**config.mk**
```make
export PLATFORM = sky130hd
export DESIGN_NAME = nf_inter_packet_delay
export DESIGN_NICKNAME = d
export VERILOG_FILES = /design/src/source/ipd_pkg.sv /design/src/source/ipd_axil_regs.sv /design/src/source/ipd_egress.sv /design/src/source/ipd_gap_ctrl.sv /design/src/source/ipd_ingress.sv /design/src/source/nf_inter_packet_delay.sv
export SDC_FILE = /design/constraint.sdc
export NUM_CORES = 1
export LEC_CHECK = 0
export BUFFER_PORTS_ARGS = -buffer_cell sky130_fd_sc_hd__buf_2
export CAP_MARGIN = 20
export CELL_PAD_IN_SITES_DETAIL_PLACEMENT = 0
export CELL_PAD_IN_SITES_GLOBAL_PLACEMENT = 1
export CORE_MARGIN = 2
export CORE_UTILIZATION = 28
export DETAILED_ROUTE_END_ITERATION = 7
export MAX_ROUTING_LAYER = met4
export PLACE_DENSITY_LB_ADDON = 0.1
export SLEW_MARGIN = 40
export SYNTH_ARGS = -nofsm -noshare
export SYNTH_HDL_FRONTEND = slang
export SYNTH_HIERARCHICAL = 1
export SYNTH_SLANG_ARGS = --single-unit
```
**constraint.sdc**
```tcl
create_clock -name axi_aclk -period 47.8 [get_ports axi_aclk]
set_input_delay 2.39 -clock axi_aclk [delete_from_list [all_inputs] [get_ports axi_aclk]]
set_output_delay 2.39 -clock axi_aclk [all_outputs]
set_load 0.02 [all_outputs]
```
**src/source/ipd_pkg.sv**
```systemverilog
// Pacer widths, register map, control and stream beat structs, pacing states
package ipd_pkg;

  // Stream widths
  localparam int data_w  = 64;
  localparam int keep_w  = data_w / 8;
  localparam int tuser_w = 64;

  // Timestamp field inside tuser
  localparam int ts_pos = 32;
  localparam int ts_w   = 32;

  // AXI-lite register port
  localparam int axil_data_w = 32;
  localparam int axil_addr_w = 4;

  localparam logic [1:0] axi_resp_okay = 2'b00;

  // Register map, byte addresses
  typedef enum logic [axil_addr_w-1:0] {
    reg_ctrl    = 4'h0,
    reg_delay   = 4'h4,
    reg_pkt_cnt = 4'h8
  } reg_addr_e;

  // Software control, fed to gap control and egress
  typedef struct packed {
    logic                   sw_rst;
    logic                   ipd_en;
    logic                   use_reg_val;
    logic [axil_data_w-1:0] delay_val;
  } ipd_ctrl_t;

  // One stream beat as carried between stages
  typedef struct packed {
    logic [data_w-1:0]  data;
    logic [keep_w-1:0]  keep;
    logic [tuser_w-1:0] tuser;
    logic               last;
  } axis_beat_t;

  typedef enum logic {
    gs_pass = 1'b0,
    gs_wait = 1'b1
  } gap_state_e;

endpackage

```
**src/source/ipd_axil_regs.sv**
```systemverilog
// AXI-lite slave with control and delay registers and packet count readback
`timescale 1ns/1ns

module ipd_axil_regs import ipd_pkg::*; (
  input  logic                   axi_aclk,
  input  logic                   rst_n,
  input  logic [axil_addr_w-1:0] s_axi_awaddr,
  input  logic                   s_axi_awvalid,
  output logic                   s_axi_awready,
  input  logic [axil_data_w-1:0] s_axi_wdata,
  input  logic                   s_axi_wvalid,
  output logic                   s_axi_wready,
  output logic [1:0]             s_axi_bresp,
  output logic                   s_axi_bvalid,
  input  logic                   s_axi_bready,
  input  logic [axil_addr_w-1:0] s_axi_araddr,
  input  logic                   s_axi_arvalid,
  output logic                   s_axi_arready,
  output logic [axil_data_w-1:0] s_axi_rdata,
  output logic [1:0]             s_axi_rresp,
  output logic                   s_axi_rvalid,
  input  logic                   s_axi_rready,
  input  logic [axil_data_w-1:0] pkt_cnt,
  output ipd_ctrl_t              ctrl
);

  logic      wr_go;
  logic      rd_go;
  ipd_ctrl_t ctrl_q;

  // Address and data must both be present, one response outstanding at most
  assign wr_go = s_axi_awvalid & s_axi_wvalid & ~s_axi_bvalid;
  assign rd_go = s_axi_arvalid & ~s_axi_rvalid;

  assign s_axi_awready = wr_go;
  assign s_axi_wready  = wr_go;
  assign s_axi_arready = rd_go;
  assign s_axi_bresp   = axi_resp_okay;
  assign s_axi_rresp   = axi_resp_okay;
  assign ctrl          = ctrl_q;

  // Register writes and write response
  always_ff @(posedge axi_aclk) begin
    if (!rst_n) begin
      ctrl_q       <= '0;
      s_axi_bvalid <= 1'b0;
    end else begin
      if (wr_go) begin
        s_axi_bvalid <= 1'b1;
        case (reg_addr_e'(s_axi_awaddr))
          reg_ctrl: begin
            ctrl_q.sw_rst      <= s_axi_wdata[0];
            ctrl_q.ipd_en      <= s_axi_wdata[1];
            ctrl_q.use_reg_val <= s_axi_wdata[2];
          end
          reg_delay: ctrl_q.delay_val <= s_axi_wdata;
          // Count register is read only
          default: ;
        endcase
      end else if (s_axi_bready) begin
        s_axi_bvalid <= 1'b0;
      end
    end
  end

  // Read response handshake
  always_ff @(posedge axi_aclk) begin
    if (!rst_n) begin
      s_axi_rvalid <= 1'b0;
    end else if (rd_go) begin
      s_axi_rvalid <= 1'b1;
    end else if (s_axi_rready) begin
      s_axi_rvalid <= 1'b0;
    end
  end

  // Read data capture, unmapped addresses return zero
  always_ff @(posedge axi_aclk) begin
    if (rd_go) begin
      case (reg_addr_e'(s_axi_araddr))
        reg_ctrl: begin
          s_axi_rdata <= {{(axil_data_w-3){1'b0}},
                          ctrl_q.use_reg_val, ctrl_q.ipd_en, ctrl_q.sw_rst};
        end
        reg_delay:   s_axi_rdata <= ctrl_q.delay_val;
        reg_pkt_cnt: s_axi_rdata <= pkt_cnt;
        default:     s_axi_rdata <= '0;
      endcase
    end
  end

endmodule

```
**src/source/ipd_egress.sv**
```systemverilog
// Egress register slice toward the master stream with sent-packet counter
`timescale 1ns/1ns

module ipd_egress import ipd_pkg::*; (
  input  logic                   axi_aclk,
  input  logic                   rst_n,
  input  ipd_ctrl_t              ctrl,
  input  axis_beat_t             in_beat,
  input  logic                   in_valid,
  output logic                   in_ready,
  output logic [data_w-1:0]      m_axis_tdata,
  output logic [keep_w-1:0]      m_axis_tkeep,
  output logic [tuser_w-1:0]     m_axis_tuser,
  output logic                   m_axis_tvalid,
  output logic                   m_axis_tlast,
  input  logic                   m_axis_tready,
  output logic [axil_data_w-1:0] pkt_cnt
);

  axis_beat_t main_q;
  axis_beat_t skid_q;
  logic       main_vld_q;
  logic       skid_vld_q;
  logic       in_fire;
  logic       out_fire;

  assign in_ready = ~skid_vld_q;
  assign in_fire  = in_valid & in_ready;
  assign out_fire = main_vld_q & m_axis_tready;

  assign m_axis_tdata  = main_q.data;
  assign m_axis_tkeep  = main_q.keep;
  assign m_axis_tuser  = main_q.tuser;
  assign m_axis_tlast  = main_q.last;
  assign m_axis_tvalid = main_vld_q;

  always_ff @(posedge axi_aclk) begin
    if (!rst_n) begin
      main_vld_q <= 1'b0;
      skid_vld_q <= 1'b0;
    end else if (!main_vld_q || out_fire) begin
      // Main slot free this cycle, refill from skid first
      main_vld_q <= skid_vld_q | in_fire;
      skid_vld_q <= 1'b0;
    end else if (in_fire) begin
      skid_vld_q <= 1'b1;
    end
  end

  always_ff @(posedge axi_aclk) begin
    if (!main_vld_q || out_fire) begin
      main_q <= skid_vld_q ? skid_q : in_beat;
    end else if (in_fire) begin
      skid_q <= in_beat;
    end
  end

  // Packets completed at the master port
  always_ff @(posedge axi_aclk) begin
    if (!rst_n || ctrl.sw_rst) begin
      pkt_cnt <= '0;
    end else if (out_fire && main_q.last) begin
      pkt_cnt <= pkt_cnt + 1'b1;
    end
  end

endmodule

```
**src/source/ipd_gap_ctrl.sv**
```systemverilog
// Pacing FSM that enforces the idle gap between consecutive packets
`timescale 1ns/1ns

module ipd_gap_ctrl import ipd_pkg::*; (
  input  logic            axi_aclk,
  input  logic            rst_n,
  input  ipd_ctrl_t       ctrl,
  input  axis_beat_t      in_beat,
  input  logic            in_valid,
  input  logic            in_first,
  input  logic [ts_w-1:0] in_ts,
  output logic            in_ready,
  output axis_beat_t      out_beat,
  output logic            out_valid,
  input  logic            out_ready
);

  gap_state_e             state_q;
  logic [ts_w-1:0]        prev_ts_q;
  logic                   first_pkt_q;
  logic [axil_data_w-1:0] elapsed_q;
  logic [axil_data_w-1:0] gap_cyc;
  logic                   open;
  logic                   in_fire;

  // Gap owed by the beat now presented
  always_comb begin
    if (!ctrl.ipd_en || first_pkt_q || !in_first) begin
      gap_cyc = '0;
    end else if (ctrl.use_reg_val) begin
      gap_cyc = ctrl.delay_val;
    end else begin
      // Wraps modulo 2^32
      gap_cyc = in_ts - prev_ts_q;
    end
  end

  // Elapsed count runs from the cycle after the last beat
  assign open    = (state_q == gs_pass) || (elapsed_q >= gap_cyc);
  assign in_fire = in_valid & in_ready;

  assign out_beat  = in_beat;
  assign out_valid = in_valid & open;
  assign in_ready  = out_ready & open;

  always_ff @(posedge axi_aclk) begin
    if (!rst_n || ctrl.sw_rst) begin
      state_q     <= gs_pass;
      first_pkt_q <= 1'b1;
      elapsed_q   <= '0;
    end else if (!ctrl.ipd_en) begin
      state_q     <= gs_pass;
      first_pkt_q <= 1'b1;
      elapsed_q   <= '0;
    end else begin
      if (in_fire && in_first) first_pkt_q <= 1'b0;
      if (in_fire && in_beat.last) begin
        state_q   <= gs_wait;
        elapsed_q <= '0;
      end else if (in_fire) begin
        state_q <= gs_pass;
      end else if (state_q == gs_wait && elapsed_q != '1) begin
        // Saturate instead of wrapping on very long idle periods
        elapsed_q <= elapsed_q + 1'b1;
      end
    end
  end

  // Timestamp of the most recent first beat
  always_ff @(posedge axi_aclk) begin
    if (!rst_n || ctrl.sw_rst) begin
      prev_ts_q <= '0;
    end else if (in_fire && in_first) begin
      prev_ts_q <= in_ts;
    end
  end

endmodule

```
**src/source/ipd_ingress.sv**
```systemverilog
// Ingress skid buffer with first-beat marking and timestamp extraction
`timescale 1ns/1ns

module ipd_ingress import ipd_pkg::*; (
  input  logic               axi_aclk,
  input  logic               rst_n,
  input  logic [data_w-1:0]  s_axis_tdata,
  input  logic [keep_w-1:0]  s_axis_tkeep,
  input  logic [tuser_w-1:0] s_axis_tuser,
  input  logic               s_axis_tvalid,
  input  logic               s_axis_tlast,
  output logic               s_axis_tready,
  output axis_beat_t         out_beat,
  output logic               out_valid,
  output logic               out_first,
  output logic [ts_w-1:0]    out_ts,
  input  logic               out_ready
);

  axis_beat_t beat_mem [2];
  logic       first_mem [2];
  logic [1:0] cnt_q;
  logic [1:0] cnt_next;
  logic       wr_ptr_q;
  logic       rd_ptr_q;
  logic       ready_q;
  logic       in_pkt_q;
  logic       in_fire;
  logic       out_fire;

  assign in_fire  = s_axis_tvalid & ready_q;
  assign out_fire = out_valid & out_ready;
  assign cnt_next = cnt_q + 2'(in_fire) - 2'(out_fire);

  assign s_axis_tready = ready_q;
  assign out_valid     = (cnt_q != 2'd0);
  assign out_beat      = beat_mem[rd_ptr_q];
  assign out_first     = first_mem[rd_ptr_q];
  assign out_ts        = out_beat.tuser[ts_pos +: ts_w];

  // Ready is low for the first cycle out of reset, then tracks free entries
  always_ff @(posedge axi_aclk) begin
    if (!rst_n) begin
      cnt_q    <= 2'd0;
      wr_ptr_q <= 1'b0;
      rd_ptr_q <= 1'b0;
      ready_q  <= 1'b0;
      in_pkt_q <= 1'b0;
    end else begin
      cnt_q   <= cnt_next;
      ready_q <= (cnt_next != 2'd2);
      if (in_fire) begin
        wr_ptr_q <= ~wr_ptr_q;
        in_pkt_q <= ~s_axis_tlast;
      end
      if (out_fire) rd_ptr_q <= ~rd_ptr_q;
    end
  end

  // Entry storage
  always_ff @(posedge axi_aclk) begin
    if (in_fire) begin
      beat_mem[wr_ptr_q]  <= '{data: s_axis_tdata, keep: s_axis_tkeep,
                               tuser: s_axis_tuser, last: s_axis_tlast};
      first_mem[wr_ptr_q] <= ~in_pkt_q;
    end
  end

endmodule

```
**src/source/nf_inter_packet_delay.sv**
```systemverilog
// Inter-packet delay top level joining registers, ingress, gap control and egress
`timescale 1ns/1ns

module nf_inter_packet_delay import ipd_pkg::*; (
  input  logic                   axi_aclk,
  input  logic                   rst_n,
  // AXI-lite register port
  input  logic [axil_addr_w-1:0] s_axi_awaddr,
  input  logic                   s_axi_awvalid,
  output logic                   s_axi_awready,
  input  logic [axil_data_w-1:0] s_axi_wdata,
  input  logic                   s_axi_wvalid,
  output logic                   s_axi_wready,
  output logic [1:0]             s_axi_bresp,
  output logic                   s_axi_bvalid,
  input  logic                   s_axi_bready,
  input  logic [axil_addr_w-1:0] s_axi_araddr,
  input  logic                   s_axi_arvalid,
  output logic                   s_axi_arready,
  output logic [axil_data_w-1:0] s_axi_rdata,
  output logic [1:0]             s_axi_rresp,
  output logic                   s_axi_rvalid,
  input  logic                   s_axi_rready,
  // Stream in
  input  logic [data_w-1:0]      s_axis_tdata,
  input  logic [keep_w-1:0]      s_axis_tkeep,
  input  logic [tuser_w-1:0]     s_axis_tuser,
  input  logic                   s_axis_tvalid,
  input  logic                   s_axis_tlast,
  output logic                   s_axis_tready,
  // Stream out
  output logic [data_w-1:0]      m_axis_tdata,
  output logic [keep_w-1:0]      m_axis_tkeep,
  output logic [tuser_w-1:0]     m_axis_tuser,
  output logic                   m_axis_tvalid,
  output logic                   m_axis_tlast,
  input  logic                   m_axis_tready
);

  ipd_ctrl_t              ctrl;
  logic [axil_data_w-1:0] pkt_cnt;

  axis_beat_t      ing_beat;
  logic            ing_valid;
  logic            ing_ready;
  logic            ing_first;
  logic [ts_w-1:0] ing_ts;

  axis_beat_t gap_beat;
  logic       gap_valid;
  logic       gap_ready;

  ipd_axil_regs regs_i (
    .axi_aclk      (axi_aclk),
    .rst_n         (rst_n),
    .s_axi_awaddr  (s_axi_awaddr),
    .s_axi_awvalid (s_axi_awvalid),
    .s_axi_awready (s_axi_awready),
    .s_axi_wdata   (s_axi_wdata),
    .s_axi_wvalid  (s_axi_wvalid),
    .s_axi_wready  (s_axi_wready),
    .s_axi_bresp   (s_axi_bresp),
    .s_axi_bvalid  (s_axi_bvalid),
    .s_axi_bready  (s_axi_bready),
    .s_axi_araddr  (s_axi_araddr),
    .s_axi_arvalid (s_axi_arvalid),
    .s_axi_arready (s_axi_arready),
    .s_axi_rdata   (s_axi_rdata),
    .s_axi_rresp   (s_axi_rresp),
    .s_axi_rvalid  (s_axi_rvalid),
    .s_axi_rready  (s_axi_rready),
    .pkt_cnt       (pkt_cnt),
    .ctrl          (ctrl)
  );

  ipd_ingress ingress_i (
    .axi_aclk      (axi_aclk),
    .rst_n         (rst_n),
    .s_axis_tdata  (s_axis_tdata),
    .s_axis_tkeep  (s_axis_tkeep),
    .s_axis_tuser  (s_axis_tuser),
    .s_axis_tvalid (s_axis_tvalid),
    .s_axis_tlast  (s_axis_tlast),
    .s_axis_tready (s_axis_tready),
    .out_beat      (ing_beat),
    .out_valid     (ing_valid),
    .out_first     (ing_first),
    .out_ts        (ing_ts),
    .out_ready     (ing_ready)
  );

  ipd_gap_ctrl gap_i (
    .axi_aclk  (axi_aclk),
    .rst_n     (rst_n),
    .ctrl      (ctrl),
    .in_beat   (ing_beat),
    .in_valid  (ing_valid),
    .in_first  (ing_first),
    .in_ts     (ing_ts),
    .in_ready  (ing_ready),
    .out_beat  (gap_beat),
    .out_valid (gap_valid),
    .out_ready (gap_ready)
  );

  ipd_egress egress_i (
    .axi_aclk      (axi_aclk),
    .rst_n         (rst_n),
    .ctrl          (ctrl),
    .in_beat       (gap_beat),
    .in_valid      (gap_valid),
    .in_ready      (gap_ready),
    .m_axis_tdata  (m_axis_tdata),
    .m_axis_tkeep  (m_axis_tkeep),
    .m_axis_tuser  (m_axis_tuser),
    .m_axis_tvalid (m_axis_tvalid),
    .m_axis_tlast  (m_axis_tlast),
    .m_axis_tready (m_axis_tready),
    .pkt_cnt       (pkt_cnt)
  );

endmodule
```
### Word level (Yosys, flattened, before mapping)

Memory sizes are Yosys's and may differ from the RTL's. A register that Yosys moved wholly into a read port is not among the register bits.
Index checks and enable logic that the tools add are counted.

| word-level totals | value |
|---|---|
| memories | 2 |
| bits of input ports | 186 |
| register bits | 449 |
| memory bits (writable) | 276 |
| output and inout port bits | 180 |
| word-level logic and storage cells | 104 |

Memories:

| memory | words | width | rd ports | clocked after Yosys merged registers in | write ports | RTL line | text |
|---|---|---|---|---|---|---|---|
| ingress_i.beat_mem | 2 | 137 | 1 | 1 | 1 | ipd_ingress.sv:20 | `axis_beat_t beat_mem [2];` |
| ingress_i.first_mem | 2 | 1 | 1 | 1 | 1 | ipd_ingress.sv:21 | `logic first_mem [2];` |

| cells by class | value |
|---|---|
| bitwise operators | 22 |
| multiplexer cells | 16 |
| magnitude comparators | 1 |
| $add $sub $neg | 5 |
| reduce and logical (&&, ||, !) cells | 26 |
| eq/ne operators | 5 |

Operator list:

| cell | number |
|---|---|
| $mux W137 | 1 |
| $pmux W32 S3 | 1 |
| $add A32 B1 Y32 const B | 2 |
| $mux W32 | 2 |
| $ge A32 B32 Y1 | 1 |
| $ne A32 B32 Y1 const B | 1 |
| $sub A32 B32 Y32 | 1 |
| $mux W1 | 12 |
| $not A1 Y1 | 12 |
| $and A1 B1 Y1 | 9 |
| $eq A4 B3 Y1 const B | 2 |
| $logic_not A4 Y1 | 2 |
| $reduce_and A2 Y1 | 4 |
| $reduce_bool A2 Y1 | 4 |
| $logic_or A1 B1 Y1 | 5 |
| $eq A4 B4 Y1 const B | 1 |
| $logic_and A1 B1 Y1 | 4 |
| $logic_not A1 Y1 | 4 |
| $reduce_or A2 Y1 | 2 |
| $reduce_or A3 Y1 | 1 |
| $add A2 B1 Y2 | 1 |
| $ne A2 B2 Y1 const B | 1 |
| $sub A2 B1 Y2 | 1 |
| $or A1 B1 Y1 | 1 |

### Logic depth before layout (Yosys ltp)

| logic depth | value |
|---|---|
| depth after elaboration | 10 |
| mapped depth | 30 |
| gate-level depth less buffers | 27 |

### Modules after synthesis

Netlist, hierarchy kept.

By module, submodules not included:

| module | instances | cells an instance | area each (um2) |
|---|---|---|---|
| ipd_egress | 1 | 619 | 11443.5 |
| ipd_ingress | 1 | 497 | 10548.9 |
| ipd_gap_ctrl | 1 | 949 | 6867.8 |
| ipd_axil_regs | 1 | 249 | 2892.8 |

### Worst setup path after synthesis

Ideal clock, no wire load.

| timing | value |
|---|---|
| kind | input to register |
| start point | input port m_axis_tready |
| end point | register egress_i/skid_q[0] in the netlist's numbering, enable pin |
| setup slack | 30880 ps |
| arrival time | 16090 ps |
| library setup time | 829 ps |
| stages | 2 |
| cells stage by stage | nand2b_1 nor3b_1 |

| on the way | value |
|---|---|
| word-level cells in the longest chain between the ends | 4 |

Ends and longest elaborated chain:

| item | RTL line | text |
|---|---|---|
| start, declared | nf_inter_packet_delay.sv:37 | `input logic m_axis_tready` |
| $and A1 B1 Y1 | ipd_egress.sv:29 | `assign out_fire = main_vld_q & m_axis_tready;` |
| $logic_or A1 B1 Y1 | ipd_egress.sv:51 | `if (!main_vld_q \|\| out_fire) begin` |
| $not A1 Y1 (no source line) | -- |  |
| $reduce_and A2 Y1 (no source line) | -- |  |
| end signal, assigned | ipd_egress.sv:54 | `skid_q <= in_beat;` |
| end, declared | ipd_egress.sv:21 | `axis_beat_t skid_q;` |

No other way between the ends.
A chain may end at the register's enable or synchronous reset.

==> impl_table.tex <==
\begin{tabular}{lr}
\hline
Metric & Value \\
\hline
\multicolumn{2}{l}{\textbf{Route}} \\
Detailed Route Iter0 Violations & 1095 \\
Antenna-violating nets left & 0 \\
Overall via count from detail\_route & 18500 \\
Vias/cell & 4.50 \\
Drt total wl & 84000 um \\
Wirelength per Cell & 20.4 um \\
Number of design rule violations left after detail routing & 0 \\
Number of search-and-repair iterations in the first detailed-routing pass & 5 \\
\multicolumn{2}{l}{\textbf{Timing}} \\
Final max-slew violation count & 0 \\
Ratio of final minimum period to clock period & 0.176 \\
Setup repair after global routing missed its margin & no \\
Number of setup violations in the final report & 0 \\
Remaining max-slew budget at the tightest pin & 0.483 \\
Final worst clock skew & 0.0216 ns \\
Setup WS post-layout & 39.39 ns \\
Maximum achievable frequency & 119 MHz \\
Transition time at the pin with the least slew margin & 0.757 ns \\
Post-route minimum period & 8.41 ns \\
Final hold violations & 0 \\
Setup TNS Final & 0 ns \\
\multicolumn{2}{l}{\textbf{Clock tree}} \\
CTS Root Cell & sky130\_fd\_sc\_hd\_\_clkbuf\_16 \\
Number of buffers created by CTS & 86 \\
H-tree levels & 3 \\
CTS tree & yes \\
CTS resizes & 0 \\
Total setup buffers inserted after CTS & 0 \\
Maximum clock insertion buffer count & 3 \\
Clk Latency, worst-skew pair & 0.66 ns \\
Reg clk slew, reported paths & 0.06 ns \\
Clock net sink count & 726 \\
Hold buffer count at CTS & 0 \\
\multicolumn{2}{l}{\textbf{Critical path}} \\
CP Cell Sequence & buf\_4 > buf\_4 > buf\_12 > mux2\_2 > ha\_1 > a21oi\_1 > nand2\_1 > a21oi\_1 > a31oi\_1 > a2111oi\_0 > o21ai\_0 > nand2\_1 > xor2\_1 > a21o\_1 > ha\_1 > nand4\_1 > nor4\_1 > a21o\_1 > a31o\_2 > and2\_1 > nor3b\_2 > buf\_4 > buf\_4 \\
Kind of critical path & reg2reg \\
Required time of the critical path & 48.08 ns \\
Crit path DAT & 8.69 ns \\
Largest stage delay, worst path & 0.82 ns \\
Worst path most repeated cell & sky130\_fd\_sc\_hd\_\_buf\_4 \\
Largest fanout of any net on the critical path & 46 \\
Sort of element at the end of the critical path & flop \\
Category of cells accounting for the largest share of critical-path delay & buffers and inverters \\
Startpoint Class & flop \\
CP max-delay cell & sky130\_fd\_sc\_hd\_\_dfxtp\_4 \\
Buffer and inverter count on the worst path & 5 \\
\multicolumn{2}{l}{\textbf{Floorplanning}} \\
Std-Cell Core Area & 112000 sq um \\
Die area & 116000 sq um \\
Die H & 341 um \\
Number of rows in the core area & 123 \\
Starting utilization of the core area & 0.282 \\
Chip Width & 341 um \\
\# IOs & 366 \\
\multicolumn{2}{l}{\textbf{Logic synthesis}} \\
Yosys reg bits & 726 \\
Predominant post-synthesis flop cell & sky130\_fd\_sc\_hd\_\_edfxtp\_1 \\
Cells taking the most area after synthesis & sky130\_fd\_sc\_hd\_\_edfxtp\_1 55\%, sky130\_fd\_sc\_hd\_\_mux2\_2 9.8\%, sky130\_fd\_sc\_hd\_\_dfxtp\_1 9.1\% \\
Cell with the most instances after synthesis & sky130\_fd\_sc\_hd\_\_edfxtp\_1 \\
Post-synth cell types & 80 \\
Warning count from the yosys run & 6 \\
Part of the Yosys area used for sequential elements & 0.641 \\
Post-synthesis average cell area & 13.7 sq um \\
Dominant cell type by area after synthesis & sky130\_fd\_sc\_hd\_\_edfxtp\_1 \\
Async set-reset flop share out of synthesis & 0 \\
Syn Inst Count & 2314 \\
Yosys top cell area share & 0.550 \\
Cell area after technology mapping & 31800 sq um \\
Commonest cells in the synthesized netlist & 582 x sky130\_fd\_sc\_hd\_\_edfxtp\_1, 276 x sky130\_fd\_sc\_hd\_\_mux2\_2, 241 x sky130\_fd\_sc\_hd\_\_nand2\_1, 190 x sky130\_fd\_sc\_hd\_\_buf\_4, 144 x sky130\_fd\_sc\_hd\_\_dfxtp\_1 \\
Post-synth EDFFs & 582 \\
\multicolumn{2}{l}{\textbf{Final layout}} \\
Number of standard cells in the final layout excluding fillers & 4117 \\
Count of nets after finishing & 2774 \\
Ratio of cells with drive above 1 in the final layout & 0.323 \\
Layout filler cell count & 11100 \\
Layout area overhead & 16.1\% \\
\multicolumn{2}{l}{\textbf{Place}} \\
Setup slack at placement & 39.17 ns \\
Cell total after placement & 3932 \\
Final weighted congestion in routability-driven placement & 0.816 \\
Port Buffers & 361 \\
Half-perimeter wire length after placement & 56400 um \\
\multicolumn{2}{l}{\textbf{GRT}} \\
Number of antenna violations at the first check in global routing & 29 \\
All-layer global routing usage & 0.147 \\
Number of global-route vias before repair & 19300 \\
Global-route wire length before repair & 126000 um \\
GRT Residual Overflow & 0 \\
Pin count of the biggest net entering global routing & 75 \\
\multicolumn{2}{l}{\textbf{Power and ir drop}} \\
Ratio of total power to cell area & 55.8 nW/um\^{}2 \\
Static leakage & 12.7 nW \\
Worst voltage drop across the vdd grid & 32.1 uV \\
Total power after layout & 2.06 mW \\
\multicolumn{2}{l}{\textbf{Hold path}} \\
Kind of path behind the tightest hold check & reg2reg \\
\multicolumn{2}{l}{\textbf{Status}} \\
Run status & finished clean \\
\multicolumn{2}{l}{\textbf{Run}} \\
Maximum Capacitance Violations & 0 \\
\hline
\end{tabular}
==> per-layer routing <==
| metal | share of wire | global-route usage | up-vias | wire length [um] |
|---|---|---|---|---|
| li1 | - | - | 8807 | - |
| met1 | 0.42 | 0.174 | 9227 | 35300 |
| met2 | 0.49 | 0.240 | 394 | 41100 |
| met3 | 0.070 | 0.0473 | 116 | 5880 |
| met4 | 0.021 | 0.0414 | 0 | 1810 |
| met5 | 0 | - | - | 0 |
==> layout by cell type, fill, tap and decap left out, drive strengths merged, types with 10 or more instances in the layout <==
cell	Yosys	layout
edfxtp	582	582
buf	215	388
mux2	276	276
nand2	241	241
dfxtp	144	144
a21oi	113	113
clkbuf	57	112
nor2	77	77
ha	66	66
o21ai	64	64
inv	54	58
xnor2	42	42
mux2i	41	41
clkinv	0	33
a22o	29	29
nand3	28	28
nand4	26	26
xor2	24	24
diode	0	23
or4	21	21
nor4	20	20
or3	18	18
and3	17	17
o31ai	16	16
nor3	15	15
nand2b	14	14
a21o	13	13
bufinv	0	10
or2	10	10
==> through the flow <==
step            util  area [sq um]  hold slack, ns
2_1_floorplan      -         31800           0.436
3_3_place_gp   0.301         33900           0.444
3_5_place_dp   0.301         33900           0.447
4_1_cts        0.327         36800           0.455
5_1_grt        0.328         36900           0.476
6_report       0.328         36900           0.454
==> flip-flops by register name, summed over array words and instances, names as in the netlist, 2 cells and up, named ones only <==
register	count
egress_i/m_axis_tdata	64
egress_i/m_axis_tkeep	8
egress_i/m_axis_tuser	64
egress_i/pkt_cnt	32
egress_i/skid_q	137
gap_i/elapsed_q	32
gap_i/prev_ts_q	32
ingress_i/beat_mem	274
ingress_i/cnt_q	2
ingress_i/first_mem	2
regs_i/ctrl	35
regs_i/s_axi_rdata	32
==> cell families after synthesis <==
logic type               count (synthesis)  share of synthesized area
flip-flops                             726                      0.641
AND/OR/NAND/NOR                        523                     0.0814
buffers and inverters                  326                     0.0642
multiplexers                           317                      0.111
AO/OA/AOI/OAI                          288                     0.0574
adder cells (fa/ha/maj)                 67                     0.0266
XOR/XNOR                                66                     0.0182
other                                    1                   0.000118
==> final timing paths <==
check | from | endpoint | slack, ns | cells after the start
setup / recovery | flop | egress_i/skid_q[108]$_DFFE_PP_ | 39.39 | 23
hold / removal | gap_i/prev_ts_q[14]$_SDFFE_PP0P_ | gap_i/prev_ts_q[14]$_SDFFE_PP0P_ | 0.45 | 2
setup reg to reg | flop | egress_i/skid_q[108]$_DFFE_PP_ | 39.39 | 23
hold reg to reg | gap_i/prev_ts_q[14]$_SDFFE_PP0P_ | gap_i/prev_ts_q[14]$_SDFFE_PP0P_ | 0.45 | 2
==> final cells by class <==
class	instances	area (sq um)	share of cell area
tap	1500	1880	0.0509
clock buffer	112	2320	0.0630
multi-input combinational	1265	9410	0.255
inverter	54	203	0.00550
clock inverter	49	549	0.0149
antenna	23	57.6	0.00156
timing repair buffer	388	2070	0.0562
sequential	726	20400	0.553
==> worst min-delay path: stages (launching register included) <==
cell	delay (ns)
sky130_fd_sc_hd__dfxtp_1	0.30
sky130_fd_sc_hd__nand2_1	0.05
sky130_fd_sc_hd__a21oi_1	0.05
==> report_power, final <==
part	internal, mW	switching (mW)
combinational	0.206	0.338
clock	0.398	0.270
sequential	0.809	0.0364
Note: power is estimated with default switching activity, not from simulation.
